$ cat config.mk
export PLATFORM = sky130hd
export DESIGN_NAME = decodeTop
export DESIGN_NICKNAME = d
export VERILOG_FILES = /design/src/hw/decodePkg.sv /design/src/hw/decodeIf.sv /design/src/hw/decodeImm.sv /design/src/hw/decodeRa.sv /design/src/hw/decodeRt.sv /design/src/hw/decodeStage.sv /design/src/hw/decodeTop.sv /design/src/hw/regReadStage.sv
export SDC_FILE = /design/constraint.sdc
export NUM_CORES = 2
export LEC_CHECK = 0
export ABC_CLOCK_PERIOD_IN_PS = 3700
export BUFFER_PORTS_ARGS = -buffer_cell sky130_fd_sc_hd__buf_2
export CAP_MARGIN = 20
export CORE_ASPECT_RATIO = 1.2
export CORE_UTILIZATION = 48
export DETAILED_ROUTE_END_ITERATION = 16
export PLACE_DENSITY = 0.66
export REMOVE_ABC_BUFFERS = 1
export SETUP_SLACK_MARGIN = 0.5
export SYNTH_ARGS = -nofsm -noshare
export SYNTH_HDL_FRONTEND = slang
export SYNTH_SLANG_ARGS = --single-unit
$ cat constraint.sdc
create_clock -name clk -period 3.7 [get_ports clk]
set_input_delay 0.37 -clock clk [delete_from_list [all_inputs] [get_ports clk]]
set_output_delay 0.37 -clock clk [all_outputs]
set_load 0.05 [all_outputs]
$ cat src/hw/decodePkg.sv
// Decode front end definitions
package decodePkg;

	// ==============================
	// Register numbers and modes
	// ==============================

	// Architectural register number covering general, banked and special registers
	typedef logic [5:0] aregNo_t;

	// Operating mode, 3 selects machine mode
	typedef logic [1:0] operatingMode_t;

	localparam operatingMode_t machineMode = 2'd3;

	// Special register numbers
	localparam aregNo_t zeroReg = 6'd0;
	localparam aregNo_t stackReg = 6'd31;
	localparam aregNo_t spIplBase = 6'd32;
	localparam aregNo_t spModeBase = 6'd40;
	localparam aregNo_t loopReg = 6'd55;

	// ==============================
	// Instruction formats
	// ==============================

	typedef enum logic [6:0]
	{
		ADD = 7'h02,
		SUB = 7'h03,
		ADDI = 7'h04,
		ANDI = 7'h08,
		ADDSI = 7'h0C,
		LDI = 7'h0D,
		DBRA = 7'h28,
		RTD = 7'h29,
		IMMA = 7'h30
	} opcode_t;

	// Register form, members listed from the top bit down
	typedef struct packed
	{
		logic [6:0] spare;
		aregNo_t rb;
		aregNo_t ra;
		aregNo_t rt;
		opcode_t opcode;
	} regForm_t;

	// Immediate form, the 13-bit constant sits where rb and spare are
	typedef struct packed
	{
		logic [12:0] imm;
		aregNo_t ra;
		aregNo_t rt;
		opcode_t opcode;
	} immForm_t;

	// The same word read either way
	typedef union packed
	{
		regForm_t r;
		immForm_t i;
	} instruction_t;

	// Register 31 selects a banked stack pointer
	function automatic aregNo_t bankSp(aregNo_t regNo, operatingMode_t om, logic [2:0] ipl);
		aregNo_t result;
		result = regNo;
		if (regNo == stackReg)
		begin
			// Machine mode banks by interrupt level, the others by mode
			if (om == machineMode)
				result = spIplBase + aregNo_t'(ipl);
			else
				result = spModeBase + aregNo_t'(om);
		end
		return result;
	endfunction

	// Opcodes whose operand B comes from the immediate field
	function automatic logic isImmForm(opcode_t op);
		return op inside {ADDI, ANDI, ADDSI, LDI};
	endfunction

endpackage

$ cat src/hw/decodeIf.sv
// Decoded instruction channel
`timescale 1ns/100ps

interface decodeIf import decodePkg::*; #(
	parameter int dataWidth = 32
) ();

	// Handshake
	logic valid;
	logic ready;

	// Register numbers after banking
	aregNo_t raNo;
	aregNo_t rbNo;
	aregNo_t rtNo;
	logic aZero;

	// Constants that override the register operands
	logic hasImma;
	logic [dataWidth-1:0] immA;
	logic useImmB;
	logic [dataWidth-1:0] immB;

	modport producer
	(
		output valid, raNo, rbNo, rtNo, aZero, hasImma, immA, useImmB, immB,
		input ready
	);

	modport consumer
	(
		input valid, raNo, rbNo, rtNo, aZero, hasImma, immA, useImmB, immB,
		output ready
	);

endinterface

$ cat src/hw/decodeImm.sv
// Immediate constant decoder
`timescale 1ns/100ps

module decodeImm import decodePkg::*; #(
	parameter int dataWidth = 32
) (
	input logic clk,
	input logic reset,
	input logic accept,
	input instruction_t instr,
	output logic hasImma,
	output logic [dataWidth-1:0] immA,
	output logic [dataWidth-1:0] immB,
	output logic useImmB,
	output logic isPrefix
);

	// Sign-extended immediate field of the current word
	logic [dataWidth-1:0] immExt;

	// Constant from the last prefix and whether it is still waiting for use
	logic [dataWidth-1:0] prefixValue;
	logic pending;

	assign immExt = {{(dataWidth - 13){instr.i.imm[12]}}, instr.i.imm};
	assign isPrefix = (instr.i.opcode == IMMA);

	// Operand B constant comes straight from the word
	assign useImmB = isImmForm(instr.i.opcode);
	assign immB = immExt;

	// The held prefix applies to whichever instruction is accepted next
	assign hasImma = pending;
	assign immA = prefixValue;

	always_ff @(posedge clk)
	begin
		if (reset)
			pending <= 1'b0;
		else if (accept)
			pending <= isPrefix;
	end

	// Constant captured from the most recent prefix word
	always_ff @(posedge clk)
	begin
		if (accept && isPrefix)
			prefixValue <= immExt;
	end

endmodule

$ cat src/hw/decodeRa.sv
// Operand A register decoder
`timescale 1ns/100ps

module decodeRa import decodePkg::*; (
	input operatingMode_t om,
	input logic [2:0] ipl,
	input instruction_t instr,
	input logic hasImma,
	output aregNo_t ra,
	output logic raZero
);

	// Register number before stack pointer banking
	aregNo_t raRaw;

	always_comb
	begin
		if (hasImma)
			raRaw = zeroReg;
		else
		begin
			case (instr.r.opcode)
				// Return reads one of the upper four return-target slots
				RTD:
					if (instr.r.ra[2:0] < 3'd4)
						raRaw = zeroReg;
					else
						raRaw = {3'b101, instr.r.ra[2:0]};
				DBRA:
					raRaw = loopReg;
				// Add-to-self reads its own target
				ADDSI:
					raRaw = instr.i.rt;
				LDI:
					raRaw = zeroReg;
				default:
					raRaw = instr.r.ra;
			endcase
		end
	end

	assign ra = bankSp(raRaw, om, ipl);
	assign raZero = (ra == zeroReg);

endmodule

$ cat src/hw/decodeRt.sv
// Target register decoder
`timescale 1ns/100ps

module decodeRt import decodePkg::*; (
	input operatingMode_t om,
	input logic [2:0] ipl,
	input instruction_t instr,
	output aregNo_t rt
);

	// Target before stack pointer banking
	aregNo_t rtRaw;

	always_comb
	begin
		// Decrement and branch always writes the loop counter
		if (instr.r.opcode == DBRA)
			rtRaw = loopReg;
		else
			rtRaw = instr.r.rt;
	end

	assign rt = bankSp(rtRaw, om, ipl);

endmodule

$ cat src/hw/decodeStage.sv
// Instruction decode pipeline stage
`timescale 1ns/100ps

module decodeStage import decodePkg::*; #(
	parameter int dataWidth = 32
) (
	input logic clk,
	input logic reset,
	input operatingMode_t om,
	input logic [2:0] ipl,
	input instruction_t instr,
	input logic instrValid,
	output logic instrReady,
	decodeIf.producer dec
);

	logic accept;

	// Decoder results for the incoming word
	logic hasImma;
	logic [dataWidth-1:0] immA;
	logic [dataWidth-1:0] immB;
	logic useImmB;
	logic isPrefix;
	aregNo_t raNo;
	logic raZero;
	aregNo_t rtNo;
	aregNo_t rbNo;

	// ==============================
	// Decoders
	// ==============================

	decodeImm #(.dataWidth(dataWidth)) immDec
	(
		.clk(clk),
		.reset(reset),
		.accept(accept),
		.instr(instr),
		.hasImma(hasImma),
		.immA(immA),
		.immB(immB),
		.useImmB(useImmB),
		.isPrefix(isPrefix)
	);

	decodeRa raDec
	(
		.om(om),
		.ipl(ipl),
		.instr(instr),
		.hasImma(hasImma),
		.ra(raNo),
		.raZero(raZero)
	);

	decodeRt rtDec
	(
		.om(om),
		.ipl(ipl),
		.instr(instr),
		.rt(rtNo)
	);

	// Immediate forms have no rb field, so read register 0 instead
	assign rbNo = useImmB ? zeroReg : bankSp(instr.r.rb, om, ipl);

	// ==============================
	// Output register
	// ==============================

	// Room when empty or when the word held now leaves this cycle
	assign instrReady = !dec.valid || dec.ready;
	assign accept = instrValid && instrReady;

	always_ff @(posedge clk)
	begin
		if (reset)
			dec.valid <= 1'b0;
		else if (accept && !isPrefix)
			dec.valid <= 1'b1;
		else if (dec.ready)
			dec.valid <= 1'b0;
	end

	// A prefix only loads the immediate decoder and leaves this register alone
	always_ff @(posedge clk)
	begin
		if (accept && !isPrefix)
		begin
			dec.raNo <= raNo;
			dec.rbNo <= rbNo;
			dec.rtNo <= rtNo;
			dec.aZero <= raZero;
			dec.hasImma <= hasImma;
			dec.immA <= immA;
			dec.useImmB <= useImmB;
			dec.immB <= immB;
		end
	end

	// An offered instruction word stays put until this stage takes it
	holdInstr: assert property (@(posedge clk) disable iff (reset)
		instrValid && !instrReady |=> instrValid && $stable(instr))
		else $error("instruction changed while stalled");

endmodule

$ cat src/hw/decodeTop.sv
// Decode and register read top level
`timescale 1ns/100ps

module decodeTop import decodePkg::*; #(
	parameter int dataWidth = 32
) (
	input logic clk,
	input logic reset,
	input operatingMode_t om,
	input logic [2:0] ipl,
	input instruction_t instr,
	input logic instrValid,
	output logic instrReady,
	input logic regWrite,
	input aregNo_t regWriteAddr,
	input logic [dataWidth-1:0] regWriteData,
	output logic outValid,
	input logic outReady,
	output logic [dataWidth-1:0] operandA,
	output logic [dataWidth-1:0] operandB,
	output aregNo_t rt
);

	// Decoded word between the two stages
	decodeIf #(.dataWidth(dataWidth)) decBus ();

	decodeStage #(.dataWidth(dataWidth)) decStage
	(
		.clk(clk),
		.reset(reset),
		.om(om),
		.ipl(ipl),
		.instr(instr),
		.instrValid(instrValid),
		.instrReady(instrReady),
		.dec(decBus.producer)
	);

	regReadStage #(.dataWidth(dataWidth)) readStage
	(
		.clk(clk),
		.reset(reset),
		.dec(decBus.consumer),
		.regWrite(regWrite),
		.regWriteAddr(regWriteAddr),
		.regWriteData(regWriteData),
		.outValid(outValid),
		.outReady(outReady),
		.operandA(operandA),
		.operandB(operandB),
		.rt(rt)
	);

endmodule

$ cat src/hw/regReadStage.sv
// Register file and operand read stage
`timescale 1ns/100ps

module regReadStage import decodePkg::*; #(
	parameter int dataWidth = 32
) (
	input logic clk,
	input logic reset,
	decodeIf.consumer dec,
	input logic regWrite,
	input aregNo_t regWriteAddr,
	input logic [dataWidth-1:0] regWriteData,
	output logic outValid,
	input logic outReady,
	output logic [dataWidth-1:0] operandA,
	output logic [dataWidth-1:0] operandB,
	output aregNo_t rt
);

	// ==============================
	// Register file
	// ==============================

	logic [dataWidth-1:0] regFile [0:63];

	// Register values for the word waiting on the interface
	logic [dataWidth-1:0] aValue;
	logic [dataWidth-1:0] bValue;

	logic accept;

	// Writes land at the edge, so a read in the same cycle sees the old value
	always_ff @(posedge clk)
	begin
		if (regWrite)
			regFile[regWriteAddr] <= regWriteData;
	end

	// Register 0 reads zero whatever was written to it
	assign aValue = dec.aZero ? '0 : regFile[dec.raNo];
	assign bValue = (dec.rbNo == zeroReg) ? '0 : regFile[dec.rbNo];

	// ==============================
	// Operand register
	// ==============================

	assign dec.ready = !outValid || outReady;
	assign accept = dec.valid && dec.ready;

	always_ff @(posedge clk)
	begin
		if (reset)
			outValid <= 1'b0;
		else if (accept)
			outValid <= 1'b1;
		else if (outReady)
			outValid <= 1'b0;
	end

	// Constants from the decoder override the register reads
	always_ff @(posedge clk)
	begin
		if (accept)
		begin
			operandA <= dec.hasImma ? dec.immA : aValue;
			operandB <= dec.useImmB ? dec.immB : bValue;
			rt <= dec.rtNo;
		end
	end

	// The decoded word on the interface holds steady until this stage takes it
	heldDecode: assert property (@(posedge clk) disable iff (reset)
		dec.valid && !dec.ready |=> dec.valid && $stable({dec.raNo, dec.rbNo, dec.rtNo,
			dec.aZero, dec.hasImma, dec.immA, dec.useImmB, dec.immB}))
		else $error("decoded word changed while stalled");

endmodule

==> results.cfg <==
[routing]
drc = 0
via_per_inst = 6.94
routedWlPerCell_um = 38.7
first_iter_violations = 8073
antenna_left = 0
drt_pass1_iterations = 6
drt_wl_total_um = 308000
vias = 55300

[sta]
period_needed_ns = 3.20
setup_slack_ns = 0.500
hold_viol_final = 0
max_freq_mhz = 313
finalSetupViolCount = 0
fin_crit_sh_pct = 86.5
worstMarginPinSlew_ns = 1.16
skew_ns = 0.0343
relSlewSlack_pct = 22.9
drv_slew = 0
rsz0062_at_grt = false

[yosys]
synth_common_cells = 2178 x edfxtp_1, 1176 x mux4_2, 180 x mux2i_1, 152 x clkbuf_1, 118 x nor2_1
synth_top_area_share_pct = 65.6
synth_edf_count = 2178
yosysWarnings = 0
synth_area_leader_cell = edfxtp_1
synth_cell_types = 58
synthTopCellsByArea = edfxtp_1 66%, mux4_2 27%, mux2i_1 1.8%, buf_2 0.57%, clkbuf_1 0.57%
syn-instance-count = 4586
syn_area_sq_um = 99600
synth_flop_cell = edfxtp_1
syn_area_per_cell_sq_um = 21.7
yosys.cell_count.top_type = edfxtp_1
ys_seq_elements = 2193
synthArstFlopShare_pct = 0
ys_seq_area_share_pct = 65.9

[placed_design]
dpl_worst_slack_ns = 0.230
dpl.hpwl_um = 181000
port_buffers = 151
dp.cells = 7484
placed_cell_area_sq_um = 107000
place_congestion = 0.895

[clock_tree]
clk_latency_ns = 0.86
cts-buffers-inserted = 206
cts.sinks = 2193
cts_tree = done
clock_path_buffers = 3
cts_root_buffer = clkbuf_16
clk_pin_slew_ns = 0.07
cts_htree_levels = 4

[pwr]
ir_drop_mv = 0.367
finalPower_w = 0.0568
p_leak_nw = 36.0
p_per_area_nw_per_um2 = 494

[critical_path]
cp_max_fo = 52
r2r_slack_ns = 0.50
worst_ep_required_time_ns = 4.29
start_kind = register
arrival_ns = 3.79
crit_type = reg2reg
end_kind = register

[min_path]
min_path_type = in2reg

[floorplanning]
die-width_um = 418
die_h_um = 501
rows = 182
start_util_pct = 48.5
io_pins = 152
coreArea_sq_um = 206000
dieArea_sq_um = 209000

[cells_and_area]
synthToLayoutAreaGrowth_pct = 15.4
nFillCells = 15000
drive_above_1_share_pct = 40.8
fin_area_sq_um = 115000
stdcell_count = 7965
post-route-util_pct = 55.9
fin_nets = 5104

[global_routing]
grt_pass1_wl_um = 428000
grt_pass1_vias = 55600
grt-ovfl-total = 0
track_usage_pct = 29.6
grt_max_degree = 67
antenna_found_initial = 11

[run_status]
status = completed

[run]
maxCapViolations = 0
flip-flops by register name, summed over array words and instances, names as in the netlist, named ones only:
name and cells:
readStage.regFile 2048, decStage.dec.immB 13, readStage.outValid 1, readStage.operandB 32, decStage.dec.aZero 1, decStage.dec.raNo 6, decStage.dec.rbNo 6, readStage.operandA 32
decStage.dec.rtNo 6, decStage.dec.hasImma 1, decStage.immDec.hasImma 1, readStage.rt 6, decStage.dec.useImmB 1, decStage.immDec.immA 13, decStage.dec.valid 1, decStage.dec.immA 13
logic make-up after synthesis:
logic type | synth area share [%]
AND/OR/NAND/NOR | 1.63
flip-flops | 65.9
buffers and inverters | 1.63
adder cells (fa/ha/maj) | 0.0100
AO/OA/AOI/OAI | 1.98
multiplexers | 28.8
cells in the final DEF, fill, tap and decap left out, types with 9 or more instances in the layout:
master	instances
buf_12	153
nand2b_1	10
o211ai_1	16
nor2_1	53
nand2_1	69
o21ai_0	12
edfxtp_1	2178
a211oi_1	44
clkinv_2	35
nor2b_1	45
nand3_1	38
clkinvlp_4	9
a21oi_1	67
o21ai_1	42
nor2_4	65
clkbuf_16	208
mux2_2	34
clkbuf_1	47
clkinv_1	46
bufinv_16	26
buf_2	151
buf_4	212
a22oi_1	28
o22ai_1	16
nor3_1	12
dfxtp_4	10
a31oi_1	22
mux4_2	1176
dlygate4sd3_1	54
mux2i_1	178
a32oi_1	13
o31ai_1	10
critical path: stages (launching register included):
cell and delay, ns:
dfxtp_4 0.48, buf_4 0.30, buf_12 0.35, mux4_2 0.35, nor2b_1 0.15, a211oi_1 0.26, a21oi_1 0.13, a211oi_1 0.76
o21ai_1 0.11
final timing paths:
| kind | from | end | depth (start not counted) |
|---|---|---|---|
| worst max-delay path | register | readStage.operandB[0] | 8 |
| worst max register to register | register | readStage.operandB[0] | 8 |
| worst min register to register | decStage.immDec.immA[12] | decStage.dec.immA[12] | 0 |
| worst min-delay path | regWriteData[18] | readStage.regFile[3][18] | 1 |
per-stage QoR:
step / hold WS, ns / setup TNS [ns]
2_1_floorplan: 0.400 / -1234.66
3_5_place_dp: 0.405 / 0
4_1_cts: 0.0241 / 0
5_1_grt: 0.0335 / 0
6_report: 0.0239 / 0
3_3_place_gp: 0.400 / 0
per-layer routing:
layer | global-route usage (%) | up-vias | share of wire [%]
met1 | 39.1 | 30000 | 36
met3 | 5.12 | 686 | 9.3
li1 | - | 21200 | -
met4 | 13.8 | 10 | 5.4
met2 | 48.1 | 3416 | 49
met5 | 0 | - | 0.020
power breakdown:
group	internal (W)	total [W]	switching [W]
logic	0.00334	0.00735	0.00401
clock network	0.0121	0.0216	0.00943
registers	0.0276	0.0279	0.000280
what timing repair did:
item	CTS	global route
setup buffers	4	8
hold buffers	32	22
setup endpoints to repair	12	11
resized for setup	9	2
endpoints found under the hold margin	48	262
layout make-up:
type | instances | area, sq um | area share, %
timing repair buffer | 579 | 6150 | 5.35
tap | 2760 | 3450 | 3.00
clock inverter | 129 | 1360 | 1.18
sequential | 2193 | 65700 | 57.2
antenna | 5 | 12.5 | 0.0109
inverter | 10 | 42.5 | 0.0370
multi-input combinational | 2034 | 32900 | 28.6
clock buffer | 255 | 5380 | 4.68
(Power assumes the default switching activity.)
